### src/rtl/videoPostProcess_settings.svh
/*
 * Video post-process build settings
 * Raster geometry, pixel FIFO sizing and raster start level
 */
`ifndef VIDEOPOSTPROCESS_SETTINGS_SVH
`define VIDEOPOSTPROCESS_SETTINGS_SVH

// ------------------------------------------------------------
// Horizontal timing, in pixels
// ------------------------------------------------------------
`define VPP_H_ACTIVE    16
`define VPP_H_FRONT     2
`define VPP_H_SYNC      3
`define VPP_H_BACK      4
`define VPP_H_TOTAL     (`VPP_H_ACTIVE + `VPP_H_FRONT + `VPP_H_SYNC + `VPP_H_BACK)

// ------------------------------------------------------------
// Vertical timing, in lines
// ------------------------------------------------------------
`define VPP_V_ACTIVE    6
`define VPP_V_FRONT     1
`define VPP_V_SYNC      2
`define VPP_V_BACK      2
`define VPP_V_TOTAL     (`VPP_V_ACTIVE + `VPP_V_FRONT + `VPP_V_SYNC + `VPP_V_BACK)

// ------------------------------------------------------------
// Pixel buffering
// ------------------------------------------------------------
// Depth must stay a power of two
`define VPP_FIFO_DEPTH  64
// Free entries left when almost-full rises
`define VPP_FULL_MARGIN 4
// One full line buffered before raster starts
`define VPP_START_LEVEL 16

`endif
### src/rtl/videoPostProcessPkg.sv
/*
 * Video post-process shared types
 * Pixel, sync and output words plus the FIFO level count
 */
`include "videoPostProcess_settings.svh"

package videoPostProcessPkg;

	// ------------------------------------------------------------
	// Pixel word
	// ------------------------------------------------------------
	// YUYV stream, chroma alternates U and V per pixel
	typedef struct packed {
		logic [7:0] chroma;
		logic [7:0] luma;
	} pixelT;

	// ------------------------------------------------------------
	// Raster sync
	// ------------------------------------------------------------
	// All active high
	typedef struct packed {
		logic vs;
		logic hs;
		logic de;
	} syncT;

	// Output word toward the display transmitter
	typedef struct packed {
		syncT  sync;
		pixelT pixel;
	} videoOutT;

	// ------------------------------------------------------------
	// FIFO fill count
	// ------------------------------------------------------------
	// One bit wider than the pointers so a full FIFO is representable
	typedef logic [$clog2(`VPP_FIFO_DEPTH + 1)-1:0] fifoLevelT;

endpackage

### src/rtl/videoPostProcess.sv
/*
 * Video output stage top
 * Buffers a fast pixel stream and replays it under raster timing
 */
`timescale 1ns/1ps

module videoPostProcess (
	input  logic                          iFCLK,
	input  logic                          iFRST,
	input  videoPostProcessPkg::pixelT    i_pixel,
	input  logic                          i_pixelValid,
	output logic                          o_full,
	output logic                          o_overflow,
	output logic                          o_underflow,
	output videoPostProcessPkg::videoOutT o_video
);
	import videoPostProcessPkg::*;

	logic  pixelAccept;
	logic  timingRun;
	logic  fetch;
	syncT  timingSync;
	pixelT rdPixel;

	// ------------------------------------------------------------
	// Input side
	// ------------------------------------------------------------
	// Pixels taken only while almost-full is clear
	assign pixelAccept = i_pixelValid && !o_full;

	// Raster held until enough pixels are buffered
	outputStartGate u_startGate (
		.iFCLK       (iFCLK),
		.iFRST       (iFRST),
		.i_accept    (pixelAccept),
		.o_timingRun (timingRun)
	);

	pixelFifo u_pixelFifo (
		.iFCLK       (iFCLK),
		.iFRST       (iFRST),
		.i_wrPixel   (i_pixel),
		.i_write     (pixelAccept),
		.i_read      (fetch),
		.o_rdPixel   (rdPixel),
		.o_full      (o_full),
		.o_overflow  (o_overflow),
		.o_underflow (o_underflow)
	);

	// ------------------------------------------------------------
	// Display side
	// ------------------------------------------------------------
	// Fetch leads sync by one cycle, matching the FIFO read latency
	videoTimingGen u_timingGen (
		.iFCLK   (iFCLK),
		.iFRST   (iFRST),
		.i_run   (timingRun),
		.o_fetch (fetch),
		.o_sync  (timingSync)
	);

	// Sync and pixel already aligned, both registered
	assign o_video = {timingSync, rdPixel};

endmodule

### src/rtl/outputStartGate.sv
/*
 * Raster start gate
 * Keeps timing held until a start level of pixels has been accepted
 */
`timescale 1ns/1ps
`include "videoPostProcess_settings.svh"

module outputStartGate (
	input  logic iFCLK,
	input  logic iFRST,
	input  logic i_accept,
	output logic o_timingRun
);
	import videoPostProcessPkg::*;

	// Start level never exceeds FIFO depth, so the level type fits
	localparam fifoLevelT lpStartLevel = fifoLevelT'(`VPP_START_LEVEL);

	fifoLevelT acceptCount;
	logic      startReached;
	logic      countEn;

	// ------------------------------------------------------------
	// Accept counter
	// ------------------------------------------------------------
	assign startReached = (acceptCount == lpStartLevel);
	// Frozen once the level is met
	assign countEn      = i_accept && !o_timingRun && !startReached;

	always_ff @(posedge iFCLK)
	begin
		if (iFRST)
		begin
			acceptCount <= '0;
			o_timingRun <= 1'b0;
		end
		else
		begin
			if (countEn)
				acceptCount <= acceptCount + 1'b1;

			// Release raster one cycle after level reached, then hold
			if (startReached)
				o_timingRun <= 1'b1;
		end
	end

endmodule

### src/rtl/pixelFifo.sv
/*
 * Single-clock pixel FIFO
 * Almost-full flag with margin, registered read, sticky error flags
 */
`timescale 1ns/1ps
`include "videoPostProcess_settings.svh"

module pixelFifo (
	input  logic                       iFCLK,
	input  logic                       iFRST,
	input  videoPostProcessPkg::pixelT i_wrPixel,
	input  logic                       i_write,
	input  logic                       i_read,
	output videoPostProcessPkg::pixelT o_rdPixel,
	output logic                       o_full,
	output logic                       o_overflow,
	output logic                       o_underflow
);
	import videoPostProcessPkg::*;

	localparam int        lpDepth      = `VPP_FIFO_DEPTH;
	localparam int        lpPtrWidth   = $clog2(lpDepth);
	localparam fifoLevelT lpDepthLevel = fifoLevelT'(`VPP_FIFO_DEPTH);
	localparam fifoLevelT lpFullLevel  = fifoLevelT'(`VPP_FIFO_DEPTH - `VPP_FULL_MARGIN);

	pixelT                 fifoMem [0:lpDepth-1];
	logic [lpPtrWidth-1:0] wrPtr;
	logic [lpPtrWidth-1:0] rdPtr;
	fifoLevelT             level;
	logic                  empty;
	logic                  trueFull;
	logic                  push;
	logic                  pop;

	// ------------------------------------------------------------
	// Status and handshake
	// ------------------------------------------------------------
	assign empty    = (level == '0);
	assign trueFull = (level == lpDepthLevel);
	// Writes into a full buffer are dropped
	assign push     = i_write && !trueFull;
	assign pop      = i_read && !empty;

	// Early warning, source stalls with margin entries still free
	assign o_full   = (level >= lpFullLevel);

	// Storage
	always_ff @(posedge iFCLK)
	begin
		if (push)
			fifoMem[wrPtr] <= i_wrPixel;
	end

	// ------------------------------------------------------------
	// Pointers, level and read data
	// ------------------------------------------------------------
	always_ff @(posedge iFCLK)
	begin
		if (iFRST)
		begin
			wrPtr       <= '0;
			rdPtr       <= '0;
			level       <= '0;
			o_rdPixel   <= '0;
			o_overflow  <= 1'b0;
			o_underflow <= 1'b0;
		end
		else
		begin
			// Pointers wrap naturally, depth is a power of two
			if (push)
				wrPtr <= wrPtr + 1'b1;
			if (pop)
				rdPtr <= rdPtr + 1'b1;

			case ({push, pop})
				2'b10:   level <= level + 1'b1;
				2'b01:   level <= level - 1'b1;
				default: level <= level;
			endcase

			// Zero pixel when idle or starved
			if (pop)
				o_rdPixel <= fifoMem[rdPtr];
			else
				o_rdPixel <= '0;

			// Sticky until reset
			if (i_write && trueFull)
				o_overflow <= 1'b1;
			if (i_read && empty)
				o_underflow <= 1'b1;
		end
	end

endmodule

### src/rtl/videoTimingGen.sv
/*
 * Raster timing generator
 * Walks active, front porch, sync and back porch per line and frame,
 * with a fetch strobe one cycle ahead of data enable
 */
`timescale 1ns/1ps
`include "videoPostProcess_settings.svh"

module videoTimingGen (
	input  logic                      iFCLK,
	input  logic                      iFRST,
	input  logic                      i_run,
	output logic                      o_fetch,
	output videoPostProcessPkg::syncT o_sync
);
	import videoPostProcessPkg::*;

	// ------------------------------------------------------------
	// Counter widths and region boundaries
	// ------------------------------------------------------------
	localparam int lpHWidth = $clog2(`VPP_H_TOTAL);
	localparam int lpVWidth = $clog2(`VPP_V_TOTAL);

	// Horizontal marks, sized to the counter
	localparam logic [lpHWidth-1:0] lpHActive    = lpHWidth'(`VPP_H_ACTIVE);
	localparam logic [lpHWidth-1:0] lpHSyncStart = lpHWidth'(`VPP_H_ACTIVE + `VPP_H_FRONT);
	localparam logic [lpHWidth-1:0] lpHSyncEnd   =
		lpHWidth'(`VPP_H_ACTIVE + `VPP_H_FRONT + `VPP_H_SYNC);
	localparam logic [lpHWidth-1:0] lpHLast      = lpHWidth'(`VPP_H_TOTAL - 1);

	// Vertical marks, in lines
	localparam logic [lpVWidth-1:0] lpVActive    = lpVWidth'(`VPP_V_ACTIVE);
	localparam logic [lpVWidth-1:0] lpVSyncStart = lpVWidth'(`VPP_V_ACTIVE + `VPP_V_FRONT);
	localparam logic [lpVWidth-1:0] lpVSyncEnd   =
		lpVWidth'(`VPP_V_ACTIVE + `VPP_V_FRONT + `VPP_V_SYNC);
	localparam logic [lpVWidth-1:0] lpVLast      = lpVWidth'(`VPP_V_TOTAL - 1);

	logic [lpHWidth-1:0] hCount;
	logic [lpVWidth-1:0] vCount;
	logic                lineEnd;
	logic                frameEnd;
	logic                hActive;
	logic                vActive;
	logic                hSyncZone;
	logic                vSyncZone;
	syncT                syncNext;

	// ------------------------------------------------------------
	// Raster counters
	// ------------------------------------------------------------
	assign lineEnd  = (hCount == lpHLast);
	assign frameEnd = (vCount == lpVLast);

	// Parked on first active pixel of frame 0 until run
	always_ff @(posedge iFCLK)
	begin
		if (iFRST || !i_run)
		begin
			hCount <= '0;
			vCount <= '0;
		end
		else
		begin
			// Pixel position within the line
			if (lineEnd)
				hCount <= '0;
			else
				hCount <= hCount + 1'b1;

			// Line advances at end of each line
			if (lineEnd)
			begin
				if (frameEnd)
					vCount <= '0;
				else
					vCount <= vCount + 1'b1;
			end
		end
	end

	// ------------------------------------------------------------
	// Region decode
	// ------------------------------------------------------------
	// Active region first, so counter zero is visible video
	assign hActive   = (hCount < lpHActive);
	assign vActive   = (vCount < lpVActive);
	assign hSyncZone = (hCount >= lpHSyncStart) && (hCount < lpHSyncEnd);
	assign vSyncZone = (vCount >= lpVSyncStart) && (vCount < lpVSyncEnd);

	// Early strobe, reads the FIFO one cycle before display
	assign o_fetch = i_run && hActive && vActive;

	always_comb
	begin
		syncNext    = '0;
		syncNext.de = o_fetch;
		// hs repeats on every line, blanking lines included
		syncNext.hs = i_run && hSyncZone;
		syncNext.vs = i_run && vSyncZone;
	end

	// ------------------------------------------------------------
	// Sync output register
	// ------------------------------------------------------------
	// One cycle behind fetch, lines up with the FIFO read data
	always_ff @(posedge iFCLK)
	begin
		if (iFRST || !i_run)
			o_sync <= '0;
		else
			o_sync <= syncNext;
	end

endmodule

### config.mk
export PLATFORM = sky130hd
export DESIGN_NAME = videoPostProcess
export DESIGN_NICKNAME = d
export VERILOG_FILES = /design/src/rtl/videoPostProcessPkg.sv /design/src/rtl/videoPostProcess.sv /design/src/rtl/outputStartGate.sv /design/src/rtl/pixelFifo.sv /design/src/rtl/videoTimingGen.sv
export VERILOG_INCLUDE_DIRS = /design/src /design/src/rtl
export SDC_FILE = /design/constraint.sdc
export NUM_CORES = 1
export LEC_CHECK = 0
export ABC_AREA = 1
export BUFFER_PORTS_ARGS = -buffer_cell sky130_fd_sc_hd__buf_2
export CAP_MARGIN = 20
export CORE_UTILIZATION = 34
export CTS_CLUSTER_DIAMETER = 40
export DETAILED_ROUTE_END_ITERATION = 8
export MAX_ROUTING_LAYER = met4
export PLACE_DENSITY = 0.58
export SLEW_MARGIN = 20
export SYNTH_ARGS = -nofsm -noshare
export SYNTH_HDL_FRONTEND = slang
export SYNTH_SLANG_ARGS = --single-unit
### constraint.sdc
create_clock -name iFCLK -period 6.8 [get_ports iFCLK]
set_clock_uncertainty 0.05 [all_clocks]
set_input_delay 1.36 -clock iFCLK [delete_from_list [all_inputs] [get_ports iFCLK]]
set_output_delay 1.36 -clock iFCLK [all_outputs]
set_load 0.1 [all_outputs]
==> run_results.csv <==
group,metric,value,unit
synth,synth.distinct_cells,33,
clock_network,holdBufCountCts,0,
layout,drive_gt1_frac,0.09105,
pwr,ir_drop,259.5,uV
setup_path,required,7420,ps
clock_network,path_clk_slew,60,ps
route,ant_nets,0,
synth,syn_area,45390,um2
global_route,grt.overflow.total,0,
run,cap_violations,0,
global_route,grt_antenna_before_repair,1,
synth,ys_seq_area_frac,0.7025,
floorplan,die_h,367.4,um
setup_path,start_kind,"flip-flop",
place,dp_hpwl,70.80,mm
clock_network,clock-sinks,1081,
place,dpl_cell_area,47480,um2
outcome,outcome,"finished, final reports clean",
clock_network,h-tree-depth,4,
global_route,grt_pass1_wl,188.6,mm
floorplan,chipWidth,367.4,um
clock_network,post_cts_buffers,0,
synth,synth_cells,4236,
layout,final_util,0.3965,
setup_path,cp_num_cells,10,
sta,finalSetupTns,0,ps
route,wl,127.5,mm
place,dp_cells,5911,
setup_path,crit_path_cell_trace,"buf_4 > buf_4 > nor2_1 > nor2_1 > o21ai_0 > nand3_1 > nand3_1 > nand2_1 > nand3_1 > a21oi_1",
setup_path,r2r-end,"u_pixelFifo.o_rdPixel[0]",
pwr,power.total,15.15,mW
floorplan,io_pins,41,
layout,synthToLayoutAreaGrowth,15.27,%
clock_network,clk_latency,740,ps
floorplan,dieArea,135000,um2
min_path,worstHoldPathType,"flip-flop to flip-flop",
floorplan,initial_core_util,0.3440,
layout,final_area,52330,um2
setup_path,crit_fanout,68,
floorplan,rows,133,
sta,maxSlewViolCount,0,
pwr,power.density,289.6,nW/um2
setup_path,r2r_setup_slack,3450,ps
synth,syn_area_per_cell,10.72,um2
sta,holdWs,368.7,ps
setup_path,cpMostUsedCell,"nand3_1",
sta,maxSlewHeadroom,0.2934,
sta,fin_ws,3454,ps
clock_network,numCtsBuffers,142,
synth,syn_nets,4265,
sta,worstMarginPinSlew,1060,ps
setup_path,r2r_cells,10,
setup_path,critPathTopFamily,"buffers and inverters",
synth,ys_ff_latch,1081,
route,drtIter0Drc,3479,
route,firstDrtPassIters,5,
layout,final_cells,6171,
setup_path,endpoint,"u_pixelFifo.o_rdPixel[0]",
pwr,power_leakage,20.19,nW
setup_path,cp_num_buf_inv,2,
route,vias_per_cell,4.926,
clock_network,cts_resized,0,
clock_network,cts_buffer_depth,3,
setup_path,critical_path_class,"flip-flop to flip-flop",
floorplan,core,132000,um2
setup_path,worstSetupEndpointType,"flip-flop",
layout,fill_cells,12590,
global_route,track_usage,0.1921,
place,place_ws,2946,ps
route,vias,30400,
setup_path,critPathMaxStageDelay,750,ps
global_route,grt_max_degree,179,
setup_path,critPathSlowestCell,"buf_4",
place,numPortBuffers,40,
layout,nets,4329,
sta,fin_crit,3346,ps
route,drc,0,
synth,ys_warn_count,0,
sta,finalCritPeriodShare,0.4920,
sta,rsz0062_at_grt,"no",
clock_network,cts_tree,"built",
place,gp_congestion,0.8972,
sta,max_freq,298.9,MHz
sta,setup_viol,0,
setup_path,r2r_start,"u_pixelFifo.rdPtr[0]",
sta,hold_viol_final,0,
setup_path,crit_path_start,"u_pixelFifo.rdPtr[0]",
clock_network,root_buffer,"clkbuf_16",
global_route,grt_pass1_vias,28880,
setup_path,arrival,3970,ps
route,wl_per_cell,20.65,um
worst min-delay path, stage by stage (launching register included):
cell and delay, ps:
dfxtp_1 300, inv_1 50, nor2_1 30
per-layer routing:
layer  wire, um  share of wire  GRT usage
met5          0              0          -
met4       3806          0.030    0.06835
met3       9601          0.075    0.03383
met2      57830           0.45     0.2854
met1      56220           0.44     0.2633
final cells by class:
class,count,area [um2],area share
sequential,1081,31900,0.6096
timing repair buffer,142,1041,0.01989
antenna,1,2.502,0.00004782
tap,1755,2196,0.04196
clock inverter,105,1197,0.02288
multi-input combinational,2505,10710,0.2047
inverter,428,1630,0.03116
clock buffer,154,3651,0.06977
registers in the layout, summed over array words and instances, names as in the netlist, 4 cells and up:
name,flops
u_pixelFifo.wrPtr,6
u_timingGen.hCount,5
u_pixelFifo.fifoMem,1024
u_pixelFifo.level,7
u_pixelFifo.rdPtr,6
u_timingGen.vCount,4
u_pixelFifo.o_rdPixel,16
u_startGate.acceptCount,7
cells in the mapped netlist:
cell type / count / share of area
nand2_1: 1253 / 0.10
edfxtp_1: 1024 / 0.68
nand3_1: 564 / 0.062
inv_1: 426 / 0.035
nor2_1: 380 / 0.031
o21ai_0: 143 / 0.016
a21oi_1: 93 / 0.010
buf_2: 87 / 0.0096
clkbuf_1: 76 / 0.0063
dfxtp_1: 57 / 0.025
buf_6: 30 / 0.0074
buf_1: 21 / 0.0017
and3_1: 16 / 0.0022
ha_1: 10 / 0.0028
nand4_1: 10 / 0.0014
xor2_1: 10 / 0.0019
nor3_1: 8 / 0.00088
buf_4: 6 / 0.00099
nor4_1: 3 / 0.00041
xnor2_1: 3 / 0.00058
a31oi_1: 2 / 0.00028
buf_8: 2 / 0.00066
nor3b_1: 2 / 0.00033
a21o_1: 1 / 0.00017
clkinv_1: 1 / 0.000083
inv_4: 1 / 0.00014
nor2_2: 1 / 0.00014
nor2b_1: 1 / 0.00014
nor4_2: 1 / 0.00028
o211ai_1: 1 / 0.00017
o22ai_1: 1 / 0.00014
o31ai_1: 1 / 0.00017
or2_2: 1 / 0.00014
worst min-delay path by stage:
stage          cells after the start  slack [ps]                endpoint              startpoint
6_report                           2         370  u_pixelFifo.o_overflow  u_pixelFifo.o_overflow
5_1_grt                            2         380  u_pixelFifo.o_overflow  u_pixelFifo.o_overflow
4_1_cts                            2         370  u_pixelFifo.o_overflow  u_pixelFifo.o_overflow
3_5_place_dp                       2         360  u_pixelFifo.o_overflow  u_pixelFifo.o_overflow
3_3_place_gp                       2         370  u_pixelFifo.o_overflow  u_pixelFifo.o_overflow
2_1_floorplan                      1         370   u_timingGen.o_sync[1]   u_timingGen.hCount[3]
power by group:
part	total, mW	internal [mW]	switching (mW)
clock	7.59	4.57	3.02
sequential	7.31	7.31	0.00873
combinational	0.245	0.0329	0.212
cell usage in the layout (no fill, tap or decap), types with 4 or more instances in the layout:
cell type,netlist,routed
nor2_1,380,373
clkinvlp_4,0,22
dfxtp_1,57,54
nand2_1,1253,1253
buf_12,0,6
o21ai_0,143,143
nand3_1,564,564
nor2_2,1,8
buf_2,87,40
clkinv_8,0,8
clkinv_4,0,10
a21oi_1,93,93
clkinv_2,0,17
xor2_1,10,10
inv_8,0,4
nand4_1,10,10
inv_1,426,422
clkbuf_16,0,144
clkbuf_1,76,9
ha_1,10,10
and3_1,16,16
edfxtp_1,1024,1024
inv_6,0,18
buf_4,6,96
bufinv_16,0,16
clkinv_1,1,11
nor3_1,8,6
kinds of logic after synthesis:
group | after synthesis | synth area share
compound gates | 242 | 0.02693
simple gates | 2240 | 0.2031
buf+inv | 650 | 0.06216
flops | 1081 | 0.7025
fa+ha+maj | 10 | 0.002756
xor+xnor | 13 | 0.002508
No activity file was read; power rests on OpenSTA's default activity.
